### src/design/board_pkg.sv
// Board-level button constants
// Default timing values for the pad board top level

package board_pkg;

    // Raw pins in order btn[0], btn[1], btn[2], btn_u
    localparam int num_buttons = 4;

    // Position of btn_u in the sampled vector
    localparam int btn_up_index = 3;

    // Stable cycles before a debounced button changes
    localparam int default_debounce_cycles = 16;

    // Half period of pad_clk and length of the latch pulse
    localparam int default_pad_half_period = 4;

    // Cycles between two gamepad reads
    localparam int default_poll_cycles = 256;

endpackage

### src/design/pad_pkg.sv
// Serial gamepad word definitions
// Packed union with raw and named views, button bit positions

package pad_pkg;

    // Serial word length
    localparam int pad_bits = 12;

    // Named buttons, bit 0 (b) is shifted out first
    typedef struct packed {
        logic r;
        logic l;
        logic x;
        logic a;
        logic right;
        logic left;
        logic down;
        logic up;
        logic start;
        logic select;
        logic y;
        logic b;
    } pad_buttons_t;

    // One pad word, read as shift bits or as buttons
    typedef union packed {
        logic [pad_bits-1:0] raw;
        pad_buttons_t        btn;
    } pad_word_t;

    // Board button positions in the pad word
    localparam int pad_bit_b     = 0;
    localparam int pad_bit_start = 3;
    localparam int pad_bit_a     = 8;

endpackage

### src/design/button_sampler.sv
// Two-stage synchronizer for the raw board button pins

`timescale 1ns/1ns

module button_sampler
    import board_pkg::*;
(
    input  logic                   clk_2x,
    input  logic                   rst,

    input  logic [num_buttons-1:0] pins,
    output logic [num_buttons-1:0] btn_sync
);

    // First stage may go metastable
    logic [num_buttons-1:0] sync_q1;

    always_ff @(posedge clk_2x) begin
        if (rst) begin
            sync_q1 <= '0;
        end else begin
            sync_q1 <= pins;
        end
    end

    // Second stage gives a settled level
    always_ff @(posedge clk_2x) begin
        if (rst) begin
            btn_sync <= '0;
        end else begin
            btn_sync <= sync_q1;
        end
    end

endmodule

### src/design/button_debounce.sv
// Stable-count debouncer for a single button
// Output follows the input only after it held steady long enough

`timescale 1ns/1ns

module button_debounce #(
    parameter int DEBOUNCE_CYCLES = 16
) (
    input  logic clk_2x,
    input  logic rst,

    input  logic btn_in,
    output logic btn_out
);

    localparam int cnt_w = $clog2(DEBOUNCE_CYCLES + 1);

    // Cycles the input has differed from the output
    logic [cnt_w-1:0] count;

    always_ff @(posedge clk_2x) begin
        if (rst) begin
            count   <= '0;
            btn_out <= 1'b0;
        end else if (btn_in == btn_out) begin
            // Any glitch back to the old level restarts the count
            count <= '0;
        end else if (count == cnt_w'(DEBOUNCE_CYCLES - 1)) begin
            btn_out <= btn_in;
            count   <= '0;
        end else begin
            count <= count + 1'b1;
        end
    end

endmodule

### src/design/mock_gamepad.sv
// Mock serial gamepad built from three debounced board buttons
// Latch loads the word, each pad_clk rise shifts out the next bit

`timescale 1ns/1ns

module mock_gamepad
    import pad_pkg::*;
(
    input  logic       clk_2x,
    input  logic       rst,

    input  logic       pad_clk,
    input  logic       pad_latch,
    input  logic [2:0] pad_btn,

    output logic       pad_out
);

    pad_word_t           pad_word;
    logic [pad_bits-1:0] shift_reg;
    logic                pad_clk_q;

    // Active low word, unused buttons idle high
    always_comb begin
        pad_word           = '1;
        pad_word.btn.a     = ~pad_btn[0];
        pad_word.btn.b     = ~pad_btn[1];
        pad_word.btn.start = ~pad_btn[2];
    end

    // Edge detect on the incoming pad clock
    always_ff @(posedge clk_2x) begin
        if (rst) begin
            pad_clk_q <= 1'b0;
        end else begin
            pad_clk_q <= pad_clk;
        end
    end

    always_ff @(posedge clk_2x) begin
        if (rst) begin
            shift_reg <= '1;
        end else if (pad_latch) begin
            shift_reg <= pad_word.raw;
        end else if (pad_clk && !pad_clk_q) begin
            // Reads past the last bit see released buttons
            shift_reg <= {1'b1, shift_reg[pad_bits-1:1]};
        end
    end

    assign pad_out = shift_reg[0];

endmodule

### src/design/gamepad_reader.sv
// Periodic serial gamepad poller for two controller ports
// Drives latch and clock, shifts in both ports, publishes button state and LEDs

`timescale 1ns/1ns

module gamepad_reader
    import pad_pkg::*;
#(
    parameter int PAD_HALF_PERIOD = 4,
    parameter int POLL_CYCLES     = 256
) (
    input  logic      clk_2x,
    input  logic      rst,

    input  logic      pad_data0,
    input  logic      pad_data1,

    output logic      pad_latch,
    output logic      pad_clk,

    output pad_word_t pad_state0,
    output pad_word_t pad_state1,
    output logic      pad_valid,

    output logic      led_r,
    output logic      led_b
);

    localparam int poll_w  = $clog2(POLL_CYCLES);
    localparam int phase_w = $clog2(PAD_HALF_PERIOD + 1);
    localparam int bit_w   = $clog2(pad_bits);

    localparam logic [1:0] st_idle     = 2'd0;
    localparam logic [1:0] st_latch    = 2'd1;
    localparam logic [1:0] st_clk_low  = 2'd2;
    localparam logic [1:0] st_clk_high = 2'd3;

    logic [1:0]         state;
    logic [poll_w-1:0]  poll_cnt;
    logic [phase_w-1:0] phase_cnt;
    logic [bit_w-1:0]   bit_cnt;
    logic               phase_done;

    // Collected serial words, still active low
    pad_word_t shift0;
    pad_word_t shift1;

    assign phase_done = (phase_cnt == phase_w'(PAD_HALF_PERIOD - 1));

    // Free running poll timer
    always_ff @(posedge clk_2x) begin
        if (rst || poll_cnt == poll_w'(POLL_CYCLES - 1)) begin
            poll_cnt <= '0;
        end else begin
            poll_cnt <= poll_cnt + 1'b1;
        end
    end

    // Sample both ports in the cycle before pad_clk rises
    always_ff @(posedge clk_2x) begin
        if (state == st_clk_low && phase_done) begin
            shift0.raw <= {pad_data0, shift0.raw[pad_bits-1:1]};
            shift1.raw <= {pad_data1, shift1.raw[pad_bits-1:1]};
        end
    end

    always_ff @(posedge clk_2x) begin
        if (rst) begin
            state      <= st_idle;
            phase_cnt  <= '0;
            bit_cnt    <= '0;
            pad_latch  <= 1'b0;
            pad_clk    <= 1'b0;
            pad_valid  <= 1'b0;
            pad_state0 <= '0;
            pad_state1 <= '0;
            led_r      <= 1'b0;
            led_b      <= 1'b0;
        end else begin
            pad_valid <= 1'b0;
            phase_cnt <= phase_done ? '0 : phase_cnt + 1'b1;
            case (state)
                st_idle: begin
                    phase_cnt <= '0;
                    if (poll_cnt == poll_w'(POLL_CYCLES - 1)) begin
                        state     <= st_latch;
                        pad_latch <= 1'b1;
                    end
                end
                st_latch: begin
                    if (phase_done) begin
                        pad_latch <= 1'b0;
                        bit_cnt   <= '0;
                        state     <= st_clk_low;
                    end
                end
                st_clk_low: begin
                    if (phase_done) begin
                        pad_clk <= 1'b1;
                        state   <= st_clk_high;
                    end
                end
                default: begin
                    if (phase_done) begin
                        pad_clk <= 1'b0;
                        if (bit_cnt == bit_w'(pad_bits - 1)) begin
                            // All twelve bits in, publish active high
                            state          <= st_idle;
                            pad_state0.raw <= ~shift0.raw;
                            pad_state1.raw <= ~shift1.raw;
                            led_r          <= ~&shift0.raw;
                            led_b          <= ~shift1.raw[0];
                            pad_valid      <= 1'b1;
                        end else begin
                            bit_cnt <= bit_cnt + 1'b1;
                            state   <= st_clk_low;
                        end
                    end
                end
            endcase
        end
    end

endmodule

### src/design/pad_board_top.sv
// Board top level for the controller input path
// Sampler, debounce loop, mock gamepad on port 0, up button on port 1, reader

`timescale 1ns/1ns

module pad_board_top
    import board_pkg::*, pad_pkg::*;
#(
    parameter int DEBOUNCE_CYCLES = default_debounce_cycles,
    parameter int PAD_HALF_PERIOD = default_pad_half_period,
    parameter int POLL_CYCLES     = default_poll_cycles
) (
    input  logic      clk_2x,
    input  logic      rst,

    input  logic [2:0] btn,
    input  logic       btn_u,

    output pad_word_t pad_state0,
    output pad_word_t pad_state1,
    output logic      pad_valid,

    output logic      led_r,
    output logic      led_b,

    output logic      pad_latch,
    output logic      pad_clk
);

    logic [num_buttons-1:0] btn_sync;
    logic [num_buttons-1:0] btn_db;
    logic                   pad_data0;
    logic                   pad_data1;

    button_sampler i_button_sampler (
        .clk_2x   (clk_2x),
        .rst      (rst),
        .pins     ({btn_u, btn}),
        .btn_sync (btn_sync)
    );

    for (genvar i = 0; i < num_buttons; i++) begin : g_debounce
        button_debounce #(
            .DEBOUNCE_CYCLES (DEBOUNCE_CYCLES)
        ) i_button_debounce (
            .clk_2x  (clk_2x),
            .rst     (rst),
            .btn_in  (btn_sync[i]),
            .btn_out (btn_db[i])
        );
    end

    // Only the three board buttons reach the mock pad
    mock_gamepad i_mock_gamepad (
        .clk_2x    (clk_2x),
        .rst       (rst),
        .pad_clk   (pad_clk),
        .pad_latch (pad_latch),
        .pad_btn   (btn_db[2:0]),
        .pad_out   (pad_data0)
    );

    // Up button holds port 1 low while pressed
    assign pad_data1 = ~btn_db[btn_up_index];

    gamepad_reader #(
        .PAD_HALF_PERIOD (PAD_HALF_PERIOD),
        .POLL_CYCLES     (POLL_CYCLES)
    ) i_gamepad_reader (
        .clk_2x     (clk_2x),
        .rst        (rst),
        .pad_data0  (pad_data0),
        .pad_data1  (pad_data1),
        .pad_latch  (pad_latch),
        .pad_clk    (pad_clk),
        .pad_state0 (pad_state0),
        .pad_state1 (pad_state1),
        .pad_valid  (pad_valid),
        .led_r      (led_r),
        .led_b      (led_b)
    );

endmodule

### config.mk
export PLATFORM = sky130hd
export DESIGN_NAME = pad_board_top
export DESIGN_NICKNAME = d
export VERILOG_FILES = /design/src/design/board_pkg.sv /design/src/design/pad_pkg.sv /design/src/design/button_sampler.sv /design/src/design/button_debounce.sv /design/src/design/mock_gamepad.sv /design/src/design/gamepad_reader.sv /design/src/design/pad_board_top.sv
export SDC_FILE = /design/constraint.sdc
export NUM_CORES = 1
export LEC_CHECK = 0
export ABC_AREA = 1
export BUFFER_PORTS_ARGS = -buffer_cell sky130_fd_sc_hd__buf_2
export CELL_PAD_IN_SITES_DETAIL_PLACEMENT = 1
export CELL_PAD_IN_SITES_GLOBAL_PLACEMENT = 1
export CORE_UTILIZATION = 48
export DETAILED_ROUTE_END_ITERATION = 7
export PLACE_DENSITY = 0.84
export SLEW_MARGIN = 15
export SYNTH_ARGS = -nofsm -noshare
export SYNTH_HDL_FRONTEND = slang
export SYNTH_SLANG_ARGS = --single-unit
### constraint.sdc
create_clock -name clk_2x -period 2.9 [get_ports clk_2x]
set_clock_uncertainty 0.05 [all_clocks]
set_input_delay 0.58 -clock clk_2x [delete_from_list [all_inputs] [get_ports clk_2x]]
set_output_delay 0.58 -clock clk_2x [all_outputs]
set_load 0.01 [all_outputs]
==> results of run 1 <==
cell usage in the layout (no fill, tap or decap):
master | netlist | routed
a21oi_1 | 20 | 20
ha_1 | 18 | 18
nand3b_1 | 1 | 1
o211ai_1 | 4 | 4
o22ai_1 | 1 | 1
o21ai_1 | 2 | 2
inv_1 | 56 | 56
nand2_1 | 95 | 95
or2_2 | 2 | 2
o21a_1 | 1 | 1
nor3_1 | 5 | 5
or2_4 | 1 | 1
dfxtp_1 | 87 | 87
inv_2 | 2 | 2
nand4_2 | 1 | 1
o2111ai_1 | 2 | 2
nor2_1 | 107 | 107
a31oi_1 | 1 | 1
clkinvlp_4 | 0 | 2
nor2_4 | 2 | 2
nand3_1 | 24 | 24
clkinv_4 | 0 | 1
clkinv_1 | 0 | 1
o21ai_0 | 13 | 13
nor3b_1 | 5 | 5
inv_6 | 0 | 2
buf_4 | 1 | 3
nand4_1 | 5 | 5
clkbuf_8 | 0 | 9
edfxtp_1 | 24 | 24
buf_2 | 5 | 34
per-layer routing:
metal | routed length [um] | up-vias
met1 | 3830 | 1525
met3 | 246 | 9
met5 | 0 | -
li1 | - | 1630
met4 | 110 | 0
met2 | 4090 | 41
stage by stage:
stage / power (mW) / area, sq um
after global routing: 2.58 / 4680
after floorplan: 1.66 / 4270
after global placement: 1.67 / 4510
after CTS: 2.50 / 4680
final: 2.47 / 4680
after detailed placement: 1.67 / 4510
how the worst max path moves through the flow:
stage                                       to  slack, ns  cells past startpoint
2_1_floorplan       i_gamepad_reader.shift0[0]       1.28                      4
3_3_place_gp   i_gamepad_reader.pad_state1[11]       1.10                      8
3_5_place_dp    i_gamepad_reader.pad_state1[6]       1.05                      8
4_1_cts         i_gamepad_reader.pad_state1[6]        1.0                      8
5_1_grt         i_gamepad_reader.pad_state1[6]       0.82                      8
6_report       i_gamepad_reader.pad_state1[11]       1.05                      8
final cells by class:
| cell class | instances | area, sq um |
|---|---|---|
| clock buffers | 9 | 124 |
| clock inverters | 6 | 45.0 |
| fillers | 1073 | 4000 |
| inverters | 58 | 218 |
| multi-input cells | 310 | 1500 |
| flip-flops and latches | 111 | 2460 |
| well taps | 108 | 135 |
| repair buffers | 37 | 193 |
worst reg2reg max path: cells and delay by family (launching register included):
family | cells | cell delay, ns
simple gates | 4 | 0.41
flops | 1 | 0.35
fa+ha+maj | 2 | 0.42
buf+inv | 2 | 0.53
Yosys cell counts:
cell type	count	share of area
a21oi_1	20	0.023
inv_2	2	0.0018
clkbuf_2	1	0.0012
o2111ai_1	2	0.0041
nand4_2	1	0.0029
o211ai_1	4	0.0070
nand3b_1	1	0.0018
or2_2	2	0.0029
nor2_1	107	0.094
edfxtp_1	24	0.17
nor3b_1	5	0.0088
nor2_4	2	0.0053
nor3_1	5	0.0059
buf_4	1	0.0018
a31oi_1	1	0.0015
nand2_1	95	0.084
buf_6	4	0.011
dfxtp_1	87	0.41
inv_1	56	0.049
nand3_1	24	0.028
o21ai_1	2	0.0023
o22ai_1	1	0.0015
or2_4	1	0.0021
buf_2	5	0.0059
o21a_1	1	0.0018
o21ai_0	13	0.015
nand4_1	5	0.0073
ha_1	18	0.053
buf_1	1	0.00088
power by group:
part / internal, mW / switching, mW / total (mW)
combinational: 0.0158 / 0.0324 / 0.0483
clock: 0.313 / 0.524 / 0.837
sequential: 1.58 / 0.00625 / 1.59
logic make-up (layout without fill, tap and decap cells):
logic type,after synthesis,in the layout
flip-flops,111,111
buffers and inverters,70,110
adder cells (fa/ha/maj),18,18
AND/OR/NAND/NOR,248,248
AO/OA/AOI/OAI,44,44
==> flow_metrics.py, run 1 <==
metrics = {
    "setup_path": {
        "crit_family": "buffers and inverters",
        "critPathKind": "reg -> reg",
        "endpoint_kind": "flip-flop",
        "max_stage_delay_ns": 0.37,
        "crit_required_ns": 3.12,
        "crit_chain": "ha_1 -> ha_1 -> inv_1 -> nor2_4 -> buf_4 -> nand2_1 -> nand2_1 -> nor2_1",
        "path_buf_inv": 2,
        "slowest_stage": "buf_4",
        "arrival_ns": 2.07,
        "startpoint_type": "flip-flop",
        "r2r_slack_ns": 1.05,
        "reg2reg_from": "i_gamepad_reader.phase_cnt[0]",
        "cp_max_fo": 43,
        "regToRegEndpoint": "i_gamepad_reader.pad_state1[11]",
        "r2r_cells": 8,
        "critPathLaunch": "i_gamepad_reader.phase_cnt[0]",
    },
    "pwr": {
        "ir_drop_uv": 283,
        "pwr_density_cell_nw_per_um2": 528,
        "p_leak_nw": 1.97,
    },
    "sta": {
        "post-route-period-util": 0.637,
        "setup_tns_ns": 0,
        "setup_slack_ns": 1.05,
        "rsz0062_at_grt": "false",
        "setup_viol": 0,
        "tightest_slew_ns": 0.417,
        "hold_ws_ns": 0.358,
        "relSlewSlack": 0.721,
        "slew_violations": 0,
        "hold_violations": 0,
        "timing.fmax_mhz": 541,
        "fin_crit_ns": 1.85,
    },
    "hold_path": {
        "hold_path_class": "in -> reg",
        "whs_path_depth": 3,
        "holdPathEnd": "i_button_sampler.sync_q1[3]",
        "hp-start": "btn_u",
    },
    "drt": {
        "drtIter0Drc": 49,
        "drc": 0,
        "dr_total_vias": 3205,
        "drtPass1Iterations": 4,
        "viasPerCell": 5.02,
        "ant_nets": 0,
        "drt_wl_total_um": 8270,
        "wl_per_cell_um": 12.9,
    },
    "place": {
        "globalplace.congestion": 0.773,
        "pre_cts_ws_ns": 1.05,
        "io_buffers": 34,
        "dp_hpwl_um": 5850,
        "dp.cells": 624,
    },
    "global_route": {
        "use_met2": 0.351,
        "grt_pass1_vias": 3152,
        "use_met3": 0.0466,
        "overflow": 0,
        "antenna_found_initial": 0,
        "grt_max_degree": 44,
        "grt_pass1_wl_um": 14000,
        "grt_usage": 0.198,
        "top_usage_layer": "met2",
        "grt_use_met1": 0.232,
    },
    "final_layout": {
        "final_core_util": 0.539,
        "largest_reg_flops": 20,
        "fin_cells": 639,
        "nNetsFinal": 551,
        "layout-drive-gt1-share": 0.111,
        "diodes": 0,
        "areaGrowthSynthToFinish_pct": 9.61,
        "max_flop_register": "g_debounce.i_button_debounce.count",
    },
    "synth": {
        "ys_warn_count": 0,
        "synth_compound_area_frac": 0.0568,
        "synthAdderAreaFrac": 0.0527,
        "synth.yosys.seq_area_share": 0.577,
        "synth_area_sq_um": 4270,
        "synthesis.nets": 515,
        "synth_simple_gate_area_share": 0.243,
        "syn_inst": 491,
        "synth_cell_type_count": 29,
        "synth_top_family_by_area": "simple AND/OR/NAND/NOR gates",
        "synth.avg_cell_area_sq_um": 8.70,
        "synth_xor_area_frac": 0,
        "ys_ff_latch": 111,
        "synthMuxAreaShare": 0,
    },
    "cts": {
        "cts_resized": 0,
        "cts-root-buf": "clkbuf_8",
        "cts_made_buffers": 9,
        "clkTransAtPathRegs_ns": 0.10,
        "post_cts_buffers": 0,
        "cts.sinks": 111,
        "cts_tree": "yes",
        "h-tree-depth": 3,
        "clk_latency_ns": 0.37,
        "ctsHoldBuffers": 0,
        "cts_buffer_depth": 2,
    },
    "floorplanning": {
        "coreArea_sq_um": 8680,
        "fp-row-count": 34,
        "initial_utilization": 0.492,
        "die-area_sq_um": 9280,
        "die_x_um": 96.3,
        "die_y_um": 96.3,
        "io_pins": 35,
    },
    "outcome": {
        "status": "completed",
    },
    "run": {
        "drv_cap": 0,
    },
}
(Power assumes the default switching activity.)
==> run 2, diff against run 1 <==
--- a/config.mk
+++ b/config.mk
@@ -5,13 +5,13 @@
 export SDC_FILE = /design/constraint.sdc
 export NUM_CORES = 1
 export LEC_CHECK = 0
-export ABC_AREA = 1
+export ABC_AREA = 0
 export BUFFER_PORTS_ARGS = -buffer_cell sky130_fd_sc_hd__buf_2
 export CELL_PAD_IN_SITES_DETAIL_PLACEMENT = 1
 export CELL_PAD_IN_SITES_GLOBAL_PLACEMENT = 1
-export CORE_UTILIZATION = 48
+export CORE_UTILIZATION = 43
 export DETAILED_ROUTE_END_ITERATION = 7
-export PLACE_DENSITY = 0.84
+export PLACE_DENSITY = 0.76
 export SLEW_MARGIN = 15
 export SYNTH_ARGS = -nofsm -noshare
 export SYNTH_HDL_FRONTEND = slang
==> constraint.sdc (replaced) <==
create_clock -name clk_2x -period 1.5 [get_ports clk_2x]
set_clock_uncertainty 0.05 [all_clocks]
set_input_delay 0.3 -clock clk_2x [delete_from_list [all_inputs] [get_ports clk_2x]]
set_output_delay 0.3 -clock clk_2x [all_outputs]
set_load 0.01 [all_outputs]
==> run 2 against run 1 <==
Against the previous run: the run now ends with negative setup slack left; non-clock buffer count is 50 higher; clock-buffer cell count is 1 higher; synthesized cell count is 23% lower; global-route usage is 1.3 points lower; clock power is 110% higher; die area is 12% higher; total power is 100% higher; sequential cell count stayed put; hold slack worse by 0.28 ns; critical path type unchanged; critical endpoint is now i_gamepad_reader.bit_cnt[1]; highest routed layer unchanged.
==> flow_metrics.py, run 2 <==
metrics = {
    "pwr": {
        "internal-power_mw": 3.88,
        "power_mw": 4.97,
        "ir_drop_uv": 453,
        "seqPwrFrac": 0.617,
        "pwr-share-clk": 0.358,
        "p_leak_nw": 2.01,
        "p_switching_mw": 1.09,
        "swShare": 0.220,
        "combPwrFrac": 0.025,
        "pwr_density_cell_nw_per_um2": 914,
    },
    "cts": {
        "h-tree-depth": 3,
        "cts-root-buf": "clkbuf_8",
        "cts_made_buffers": 9,
        "clkTransAtPathRegs_ns": 0.11,
        "cts_buffer_depth": 2,
        "cts_tree": "yes",
        "cts.sinks": 111,
        "clk_latency_ns": 0.38,
        "ctsHoldBuffers": 0,
    },
    "synth": {
        "synth_edf_count": 24,
        "ys.flop_type": "dfxtp_1",
        "synth_top_family_by_area": "simple AND/OR/NAND/NOR gates",
        "synth.most_common_cell": "dfxtp_1",
        "synthArstFlopShare": 0,
        "synth_top_cell_area_share": 0.406,
        "synth_cell_type_count": 44,
        "synth.avg_cell_area_sq_um": 11.3,
        "synth_xor_area_frac": 0.0347,
        "syn_inst": 380,
        "synth.yosys.seq_area_share": 0.574,
        "ys_ff_latch": 111,
        "synth_compound_area_frac": 0.104,
        "synth_area_leader_cell": "dfxtp_1",
        "synthMuxAreaShare": 0.0239,
        "ys_warn_count": 0,
        "synthTopCellsByArea": "dfxtp_1 (41%), edfxtp_1 (17%), a211oi_2 (7.3%), ha_1 (5.2%), nor2_1 (4.6%)",
        "yosys-top-cells-count": "dfxtp_1 (87), nor2_1 (53), a211oi_2 (25)",
        "synthesis.nets": 404,
        "synthAdderAreaFrac": 0.0525,
        "synth_simple_gate_area_share": 0.168,
        "synth_area_sq_um": 4290,
    },
    "sta": {
        "hold_violations": 0,
        "setup_viol": 39,
        "timing.fmax_mhz": 621,
        "tightest_slew_ns": 0.353,
        "relSlewSlack": 0.764,
        "setup_slack_ns": -0.110,
        "slew_violations": 0,
        "post-route-period-util": 1.07,
        "rsz0062_at_grt": "true",
        "fin_crit_ns": 1.61,
    },
    "final_layout": {
        "multi_input_area_sq_um": 1870,
        "largest_reg_flops": 20,
        "fin_cells": 599,
        "n_fill_cell": 1056,
        "diodes": 0,
        "layout_commonest_cell": "dfxtp_1",
        "max_flop_register": "g_debounce.i_button_debounce.count",
        "regArea_sq_um": 2480,
        "areaGrowthSynthToFinish_pct": 26.5,
        "layout_common_cells": "dfxtp_1 (75), buf_4 (44), nor2_1 (41)",
        "nNetsFinal": 485,
        "layout-drive-gt1-share": 0.438,
    },
    "setup_path": {
        "critPathKind": "reg -> reg",
        "crit_chain": "ha_4 -> ha_4 -> or3b_4 -> a21o_1 -> a22oi_2 -> nor2_1",
        "arrival_ns": 1.85,
        "timing.critical_path.mode_cell": "ha_4",
        "max_stage_delay_ns": 0.42,
        "startpoint_type": "flip-flop",
        "r2r_cells": 6,
        "reg2reg_from": "i_gamepad_reader.phase_cnt[0]",
        "crit_required_ns": 1.74,
        "endpoint_kind": "flip-flop",
        "cp_max_fo": 5,
        "critPathLaunch": "i_gamepad_reader.phase_cnt[0]",
        "r2r_slack_ns": -0.11,
        "slowest_stage": "or3b_4",
        "regToRegEndpoint": "i_gamepad_reader.bit_cnt[1]",
    },
    "floorplanning": {
        "io_pins": 35,
        "fp-row-count": 36,
        "die-area_sq_um": 10400,
        "die_x_um": 102,
        "initial_utilization": 0.441,
        "die_y_um": 102,
        "coreArea_sq_um": 9730,
    },
    "drt": {
        "drt_wl_total_um": 9010,
        "ant_nets": 0,
        "viasPerCell": 4.96,
        "drc": 0,
        "drtPass1Iterations": 4,
        "drtIter0Drc": 92,
        "wl_per_cell_um": 15.0,
        "dr_total_vias": 2972,
    },
    "hold_path": {
        "hold_path_class": "in -> reg",
        "whs_path_depth": 2,
        "holdPathEnd": "i_button_sampler.sync_q1[2]",
        "hp-start": "btn[2]",
    },
    "global_route": {
        "antenna_found_initial": 0,
        "grt_pass1_vias": 3185,
        "grt_usage": 0.185,
        "overflow": 0,
        "grt_pass1_wl_um": 14500,
        "grt_max_degree": 25,
    },
    "place": {
        "dp_hpwl_um": 6230,
        "io_buffers": 34,
        "dp.cells": 574,
        "globalplace.congestion": 0.760,
    },
    "run": {
        "drv_cap": 0,
    },
    "outcome": {
        "status": "complete, but fails checks",
        "violations": "negative setup slack",
    },
}
==> run 2: changes by cell type after synthesis, sizes merged, moves of 6 or more <==
cell    previous run  this run
nand2             95        19
inv               58        17
nor2             109        68
a211oi             0        25
a21oi             20         4
nor2b              0        11
xnor2              0        11
nand3             24        14
mux2i              0         8
o21ai             15         7
clkbuf             1         7
xor2               0         6
==> run 2: kinds of logic (layout without fill, tap and decap cells) <==
kind of cell / after synthesis / in the layout
simple gates: 144 / 144
compound gates: 46 / 46
buf+inv: 34 / 120
mux: 10 / 10
fa+ha+maj: 18 / 18
xor+xnor: 17 / 17
flops: 111 / 111
==> run 2: layout make-up <==
class / instances / area share
flip-flops and latches: 111 / 0.457
multi-input cells: 235 / 0.344
repair buffers: 87 / 0.121
well taps: 133 / 0.0306
clock buffers: 10 / 0.0235
inverters: 17 / 0.0122
clock inverters: 6 / 0.0113
==> run 2: per-stage QoR <==
stage | instance area (sq um) | setup slack, ns | TNS, ns | hold slack, ns | utilization
floorplan | 4350 | -0.0513 | -0.818 | 0.353 | -
global placement | 4940 | -0.0490 | -0.226 | 0.364 | 0.508
detailed placement | 4940 | -0.131 | -2.25 | 0.369 | 0.508
CTS | 5280 | -0.106 | -2.16 | 0.0615 | 0.542
global route | 5430 | -0.155 | -3.98 | 0.0560 | 0.558
finish | 5430 | -0.110 | -1.41 | 0.0765 | 0.558
==> run 2: how the worst max path moves through the flow <==
stage / to / slack [ns]
after floorplan: i_gamepad_reader.bit_cnt[1] / -0.05
after global placement: i_gamepad_reader.state[1] / -0.05
after detailed placement: i_gamepad_reader.bit_cnt[1] / -0.13
after CTS: i_gamepad_reader.bit_cnt[1] / -0.11
after global routing: i_gamepad_reader.bit_cnt[1] / -0.15
final: i_gamepad_reader.bit_cnt[1] / -0.11
==> run 2: power groups by stage <==
| stage | clock network, mW | logic, mW | registers [mW] |
|---|---|---|---|
| after global placement | 0 | 0.116 | 3.13 |
| after detailed placement | 0 | 0.122 | 3.13 |
| after floorplan | 0 | 0.0643 | 3.13 |
| final | 1.78 | 0.126 | 3.06 |
| after global routing | 1.98 | 0.143 | 3.07 |
| after CTS | 1.82 | 0.126 | 3.06 |
==> run 2: timing repair <==
| action | in CTS | in global routing |
|---|---|---|
| setup endpoints to repair | 53 | 78 |
| cloned | 0 | 1 |
| resized for setup | 26 | 31 |
| buffers inserted | 6 | 2 |
| pin swaps | 13 | 18 |
==> run 2: layer usage <==
| layer | up-vias | part of all wire | GRT usage |
|---|---|---|---|
| met3 | 19 | 0.034 | 0.0547 |
| li1 | 1453 | - | - |
| met2 | 48 | 0.53 | 0.346 |
| met1 | 1452 | 0.41 | 0.192 |
| met4 | 0 | 0.022 | 0.0835 |
| met5 | - | 0 | 0 |
==> run 2: worst max-delay path: cells and delay by family (launching register included) <==
family	cells	cell delay, ns
AND/OR/NAND/NOR	2	0.48
AO/OA/AOI/OAI	2	0.36
flip-flops	1	0.37
adder cells (fa/ha/maj)	2	0.27
==> run 3, diff against run 2 <==
--- a/config.mk
+++ b/config.mk
@@ -12,6 +12,7 @@
 export CORE_UTILIZATION = 43
 export DETAILED_ROUTE_END_ITERATION = 7
 export PLACE_DENSITY = 0.76
+export RECOVER_POWER = 50
 export SLEW_MARGIN = 15
 export SYNTH_ARGS = -nofsm -noshare
 export SYNTH_HDL_FRONTEND = slang
==> constraint.sdc (replaced) <==
create_clock -name clk_2x -period 1.5 [get_ports clk_2x]
set_clock_uncertainty 0.05 [all_clocks]
set_input_delay 0 -clock clk_2x [delete_from_list [all_inputs] [get_ports clk_2x]]
set_output_delay 0 -clock clk_2x [all_outputs]
set_load 0.01 [all_outputs]
==> run 3 against run 2 <==
Against the previous run: the run still ends with negative setup slack left; sequential power barely moved; worst setup slack worse by 0.041 ns; total power shrank 1.3%; global-route usage fell by 1.7 points; utilization is 0.50 points lower; first-iteration DRC count down 12%; largest cell class unchanged; highest routed layer unchanged.
==> flow_metrics.py, run 3 (synthesis results as in run 2) <==
metrics = {
    "cts": {
        "clkTransAtPathRegs_ns": 0.10,
        "cts_made_buffers": 9,
        "cts.sinks": 111,
        "cts_tree": "yes",
        "cts-root-buf": "clkbuf_8",
        "h-tree-depth": 3,
        "clk_latency_ns": 0.37,
        "cts_buffer_depth": 2,
    },
    "final_layout": {
        "diodes": 0,
        "multi_input_area_sq_um": 1780,
        "layout_common_cells": "dfxtp_1 (78), nor2_1 (45), buf_4 (38)",
        "fin_cells": 600,
        "layout-drive-gt1-share": 0.390,
        "areaGrowthSynthToFinish_pct": 25.4,
        "max_flop_register": "g_debounce.i_button_debounce.count",
        "nNetsFinal": 486,
        "final_area_sq_um": 5380,
        "layout_commonest_cell": "dfxtp_1",
        "n_fill_cell": 1050,
        "final_core_util": 0.553,
        "largest_reg_flops": 20,
        "regArea_sq_um": 2480,
    },
    "pwr": {
        "ir_drop_uv": 473,
        "pwr_density_cell_nw_per_um2": 910,
        "p_leak_nw": 2.01,
    },
    "place": {
        "pre_cts_ws_ns": -0.136,
        "postPlaceCellArea_sq_um": 4890,
        "dp.cells": 568,
        "dp_hpwl_um": 5620,
        "globalplace.congestion": 0.767,
        "io_buffers": 34,
    },
    "hold_path": {
        "hp-start": "rst",
        "holdPathEnd": "i_gamepad_reader.bit_cnt[0]",
        "hold_path_class": "in -> reg",
        "whs_path_depth": 2,
    },
    "floorplanning": {
        "io_pins": 35,
        "initial_utilization": 0.441,
        "coreArea_sq_um": 9730,
        "die_y_um": 102,
        "fp-row-count": 36,
        "die_x_um": 102,
        "die-area_sq_um": 10400,
    },
    "global_route": {
        "grt_pass1_wl_um": 13400,
        "antenna_found_initial": 0,
        "grt_usage": 0.168,
        "grt_pass1_vias": 2904,
        "overflow": 0,
        "grt_max_degree": 34,
    },
    "setup_path": {
        "crit_required_ns": 1.70,
        "endpoint_kind": "flip-flop",
        "critPathKind": "reg -> reg",
        "regToRegEndpoint": "i_gamepad_reader.bit_cnt[1]",
        "crit_chain": "ha_4 -> ha_4 -> or3b_4 -> a21o_1 -> a22oi_1 -> nor2_1",
        "max_stage_delay_ns": 0.41,
        "timing.critical_path.mode_cell": "ha_4",
        "cp_max_fo": 5,
        "startpoint_type": "flip-flop",
        "path_buf_inv": 0,
        "arrival_ns": 1.85,
        "crit_family": "simple AND/OR/NAND/NOR gates",
        "r2r_cells": 6,
        "crit_cells": 6,
        "r2r_slack_ns": -0.15,
        "slowest_stage": "or3b_4",
        "reg2reg_from": "i_gamepad_reader.phase_cnt[0]",
    },
    "sta": {
        "timing.fmax_mhz": 606,
        "setup_viol": 58,
        "hold_ws_ns": 0.0619,
        "rsz0062_at_grt": "true",
        "hold_violations": 0,
        "relSlewSlack": 0.605,
        "setup_slack_ns": -0.151,
        "post-route-period-util": 1.10,
        "slew_violations": 0,
        "fin_crit_ns": 1.65,
        "tightest_slew_ns": 0.593,
    },
    "drt": {
        "drt_wl_total_um": 8480,
        "drtPass1Iterations": 4,
        "drc": 0,
        "ant_nets": 0,
        "wl_per_cell_um": 14.1,
        "dr_total_vias": 2899,
        "viasPerCell": 4.83,
        "drtIter0Drc": 81,
    },
    "outcome": {
        "status": "complete, but fails checks",
        "violations": "negative setup slack",
    },
    "run": {
        "drv_cap": 0,
    },
}
run 3: cell count changes in the layout (fill, tap and decap cells not counted), moves of 3 or more:
cell | previous run | this run
nor2_1 | 41 | 45
dfxtp_2 | 11 | 8
ha_1 | 3 | 6
ha_4 | 7 | 4
dfxtp_1 | 75 | 78
dlygate4sd3_1 | 0 | 4
nor2_2 | 27 | 23
buf_4 | 44 | 38
run 3: where the power goes:
group | switching [mW] | internal (mW) | total, mW
logic | 0.0639 | 0.0530 | 0.117
clock network | 0.962 | 0.759 | 1.72
registers | 0.00977 | 3.05 | 3.06
total | 1.04 | 3.86 | 4.90
run 3: how the worst max path moves through the flow:
stage | from | to
CTS | i_gamepad_reader.phase_cnt[0] | i_gamepad_reader.bit_cnt[1]
global placement | i_gamepad_reader.poll_cnt[0] | i_gamepad_reader.state[1]
detailed placement | i_gamepad_reader.phase_cnt[0] | i_gamepad_reader.bit_cnt[0]
floorplan | i_gamepad_reader.phase_cnt[1] | i_gamepad_reader.bit_cnt[1]
finish | i_gamepad_reader.phase_cnt[0] | i_gamepad_reader.bit_cnt[1]
global route | i_gamepad_reader.phase_cnt[1] | i_gamepad_reader.bit_cnt[1]
run 3: metrics by stage:
step                setup TNS [ns]  power (mW)
floorplan                   -0.818        3.20
global placement            -0.408        3.23
detailed placement           -1.74        3.24
CTS                          -4.70        4.96
global route                 -8.12        5.13
finish                       -5.09        4.90
run 3: worst register-to-register path, delay by kind of cell, from the launching register on:
family	cells	cell delay (ns)
adders and majority gates	2	0.28
AOI/OAI and AO/OA	2	0.38
and+or+nand+nor	2	0.46
DFF	1	0.36
run 3: final cells by class:
class | instances | area share
clock buffer | 11 | 0.0244
timing repair buffer | 88 | 0.133
inverter | 17 | 0.0119
clock inverter | 5 | 0.00907
tap | 133 | 0.0309
sequential | 111 | 0.460
multi-input combinational | 235 | 0.331
run 3: metal layers:
layer	up-vias	wire length (um)	part of all wire	GRT usage
li1	1458	-	-	-
met1	1395	3740	0.44	0.197
met2	38	4390	0.52	0.294
met3	8	251	0.030	0.0472
met4	0	97	0.011	0.0626
met5	-	0	0	0
run 3: what timing repair did:
action / in CTS / in global routing
pin swaps: 8 / 12
hold endpoints to repair: 4 / 0
hold buffers: 4 / 0
buffers inserted: 5 / 3
resized for setup: 14 / 23
cloned: 1 / 3
endpoints found under the setup margin: 51 / 78
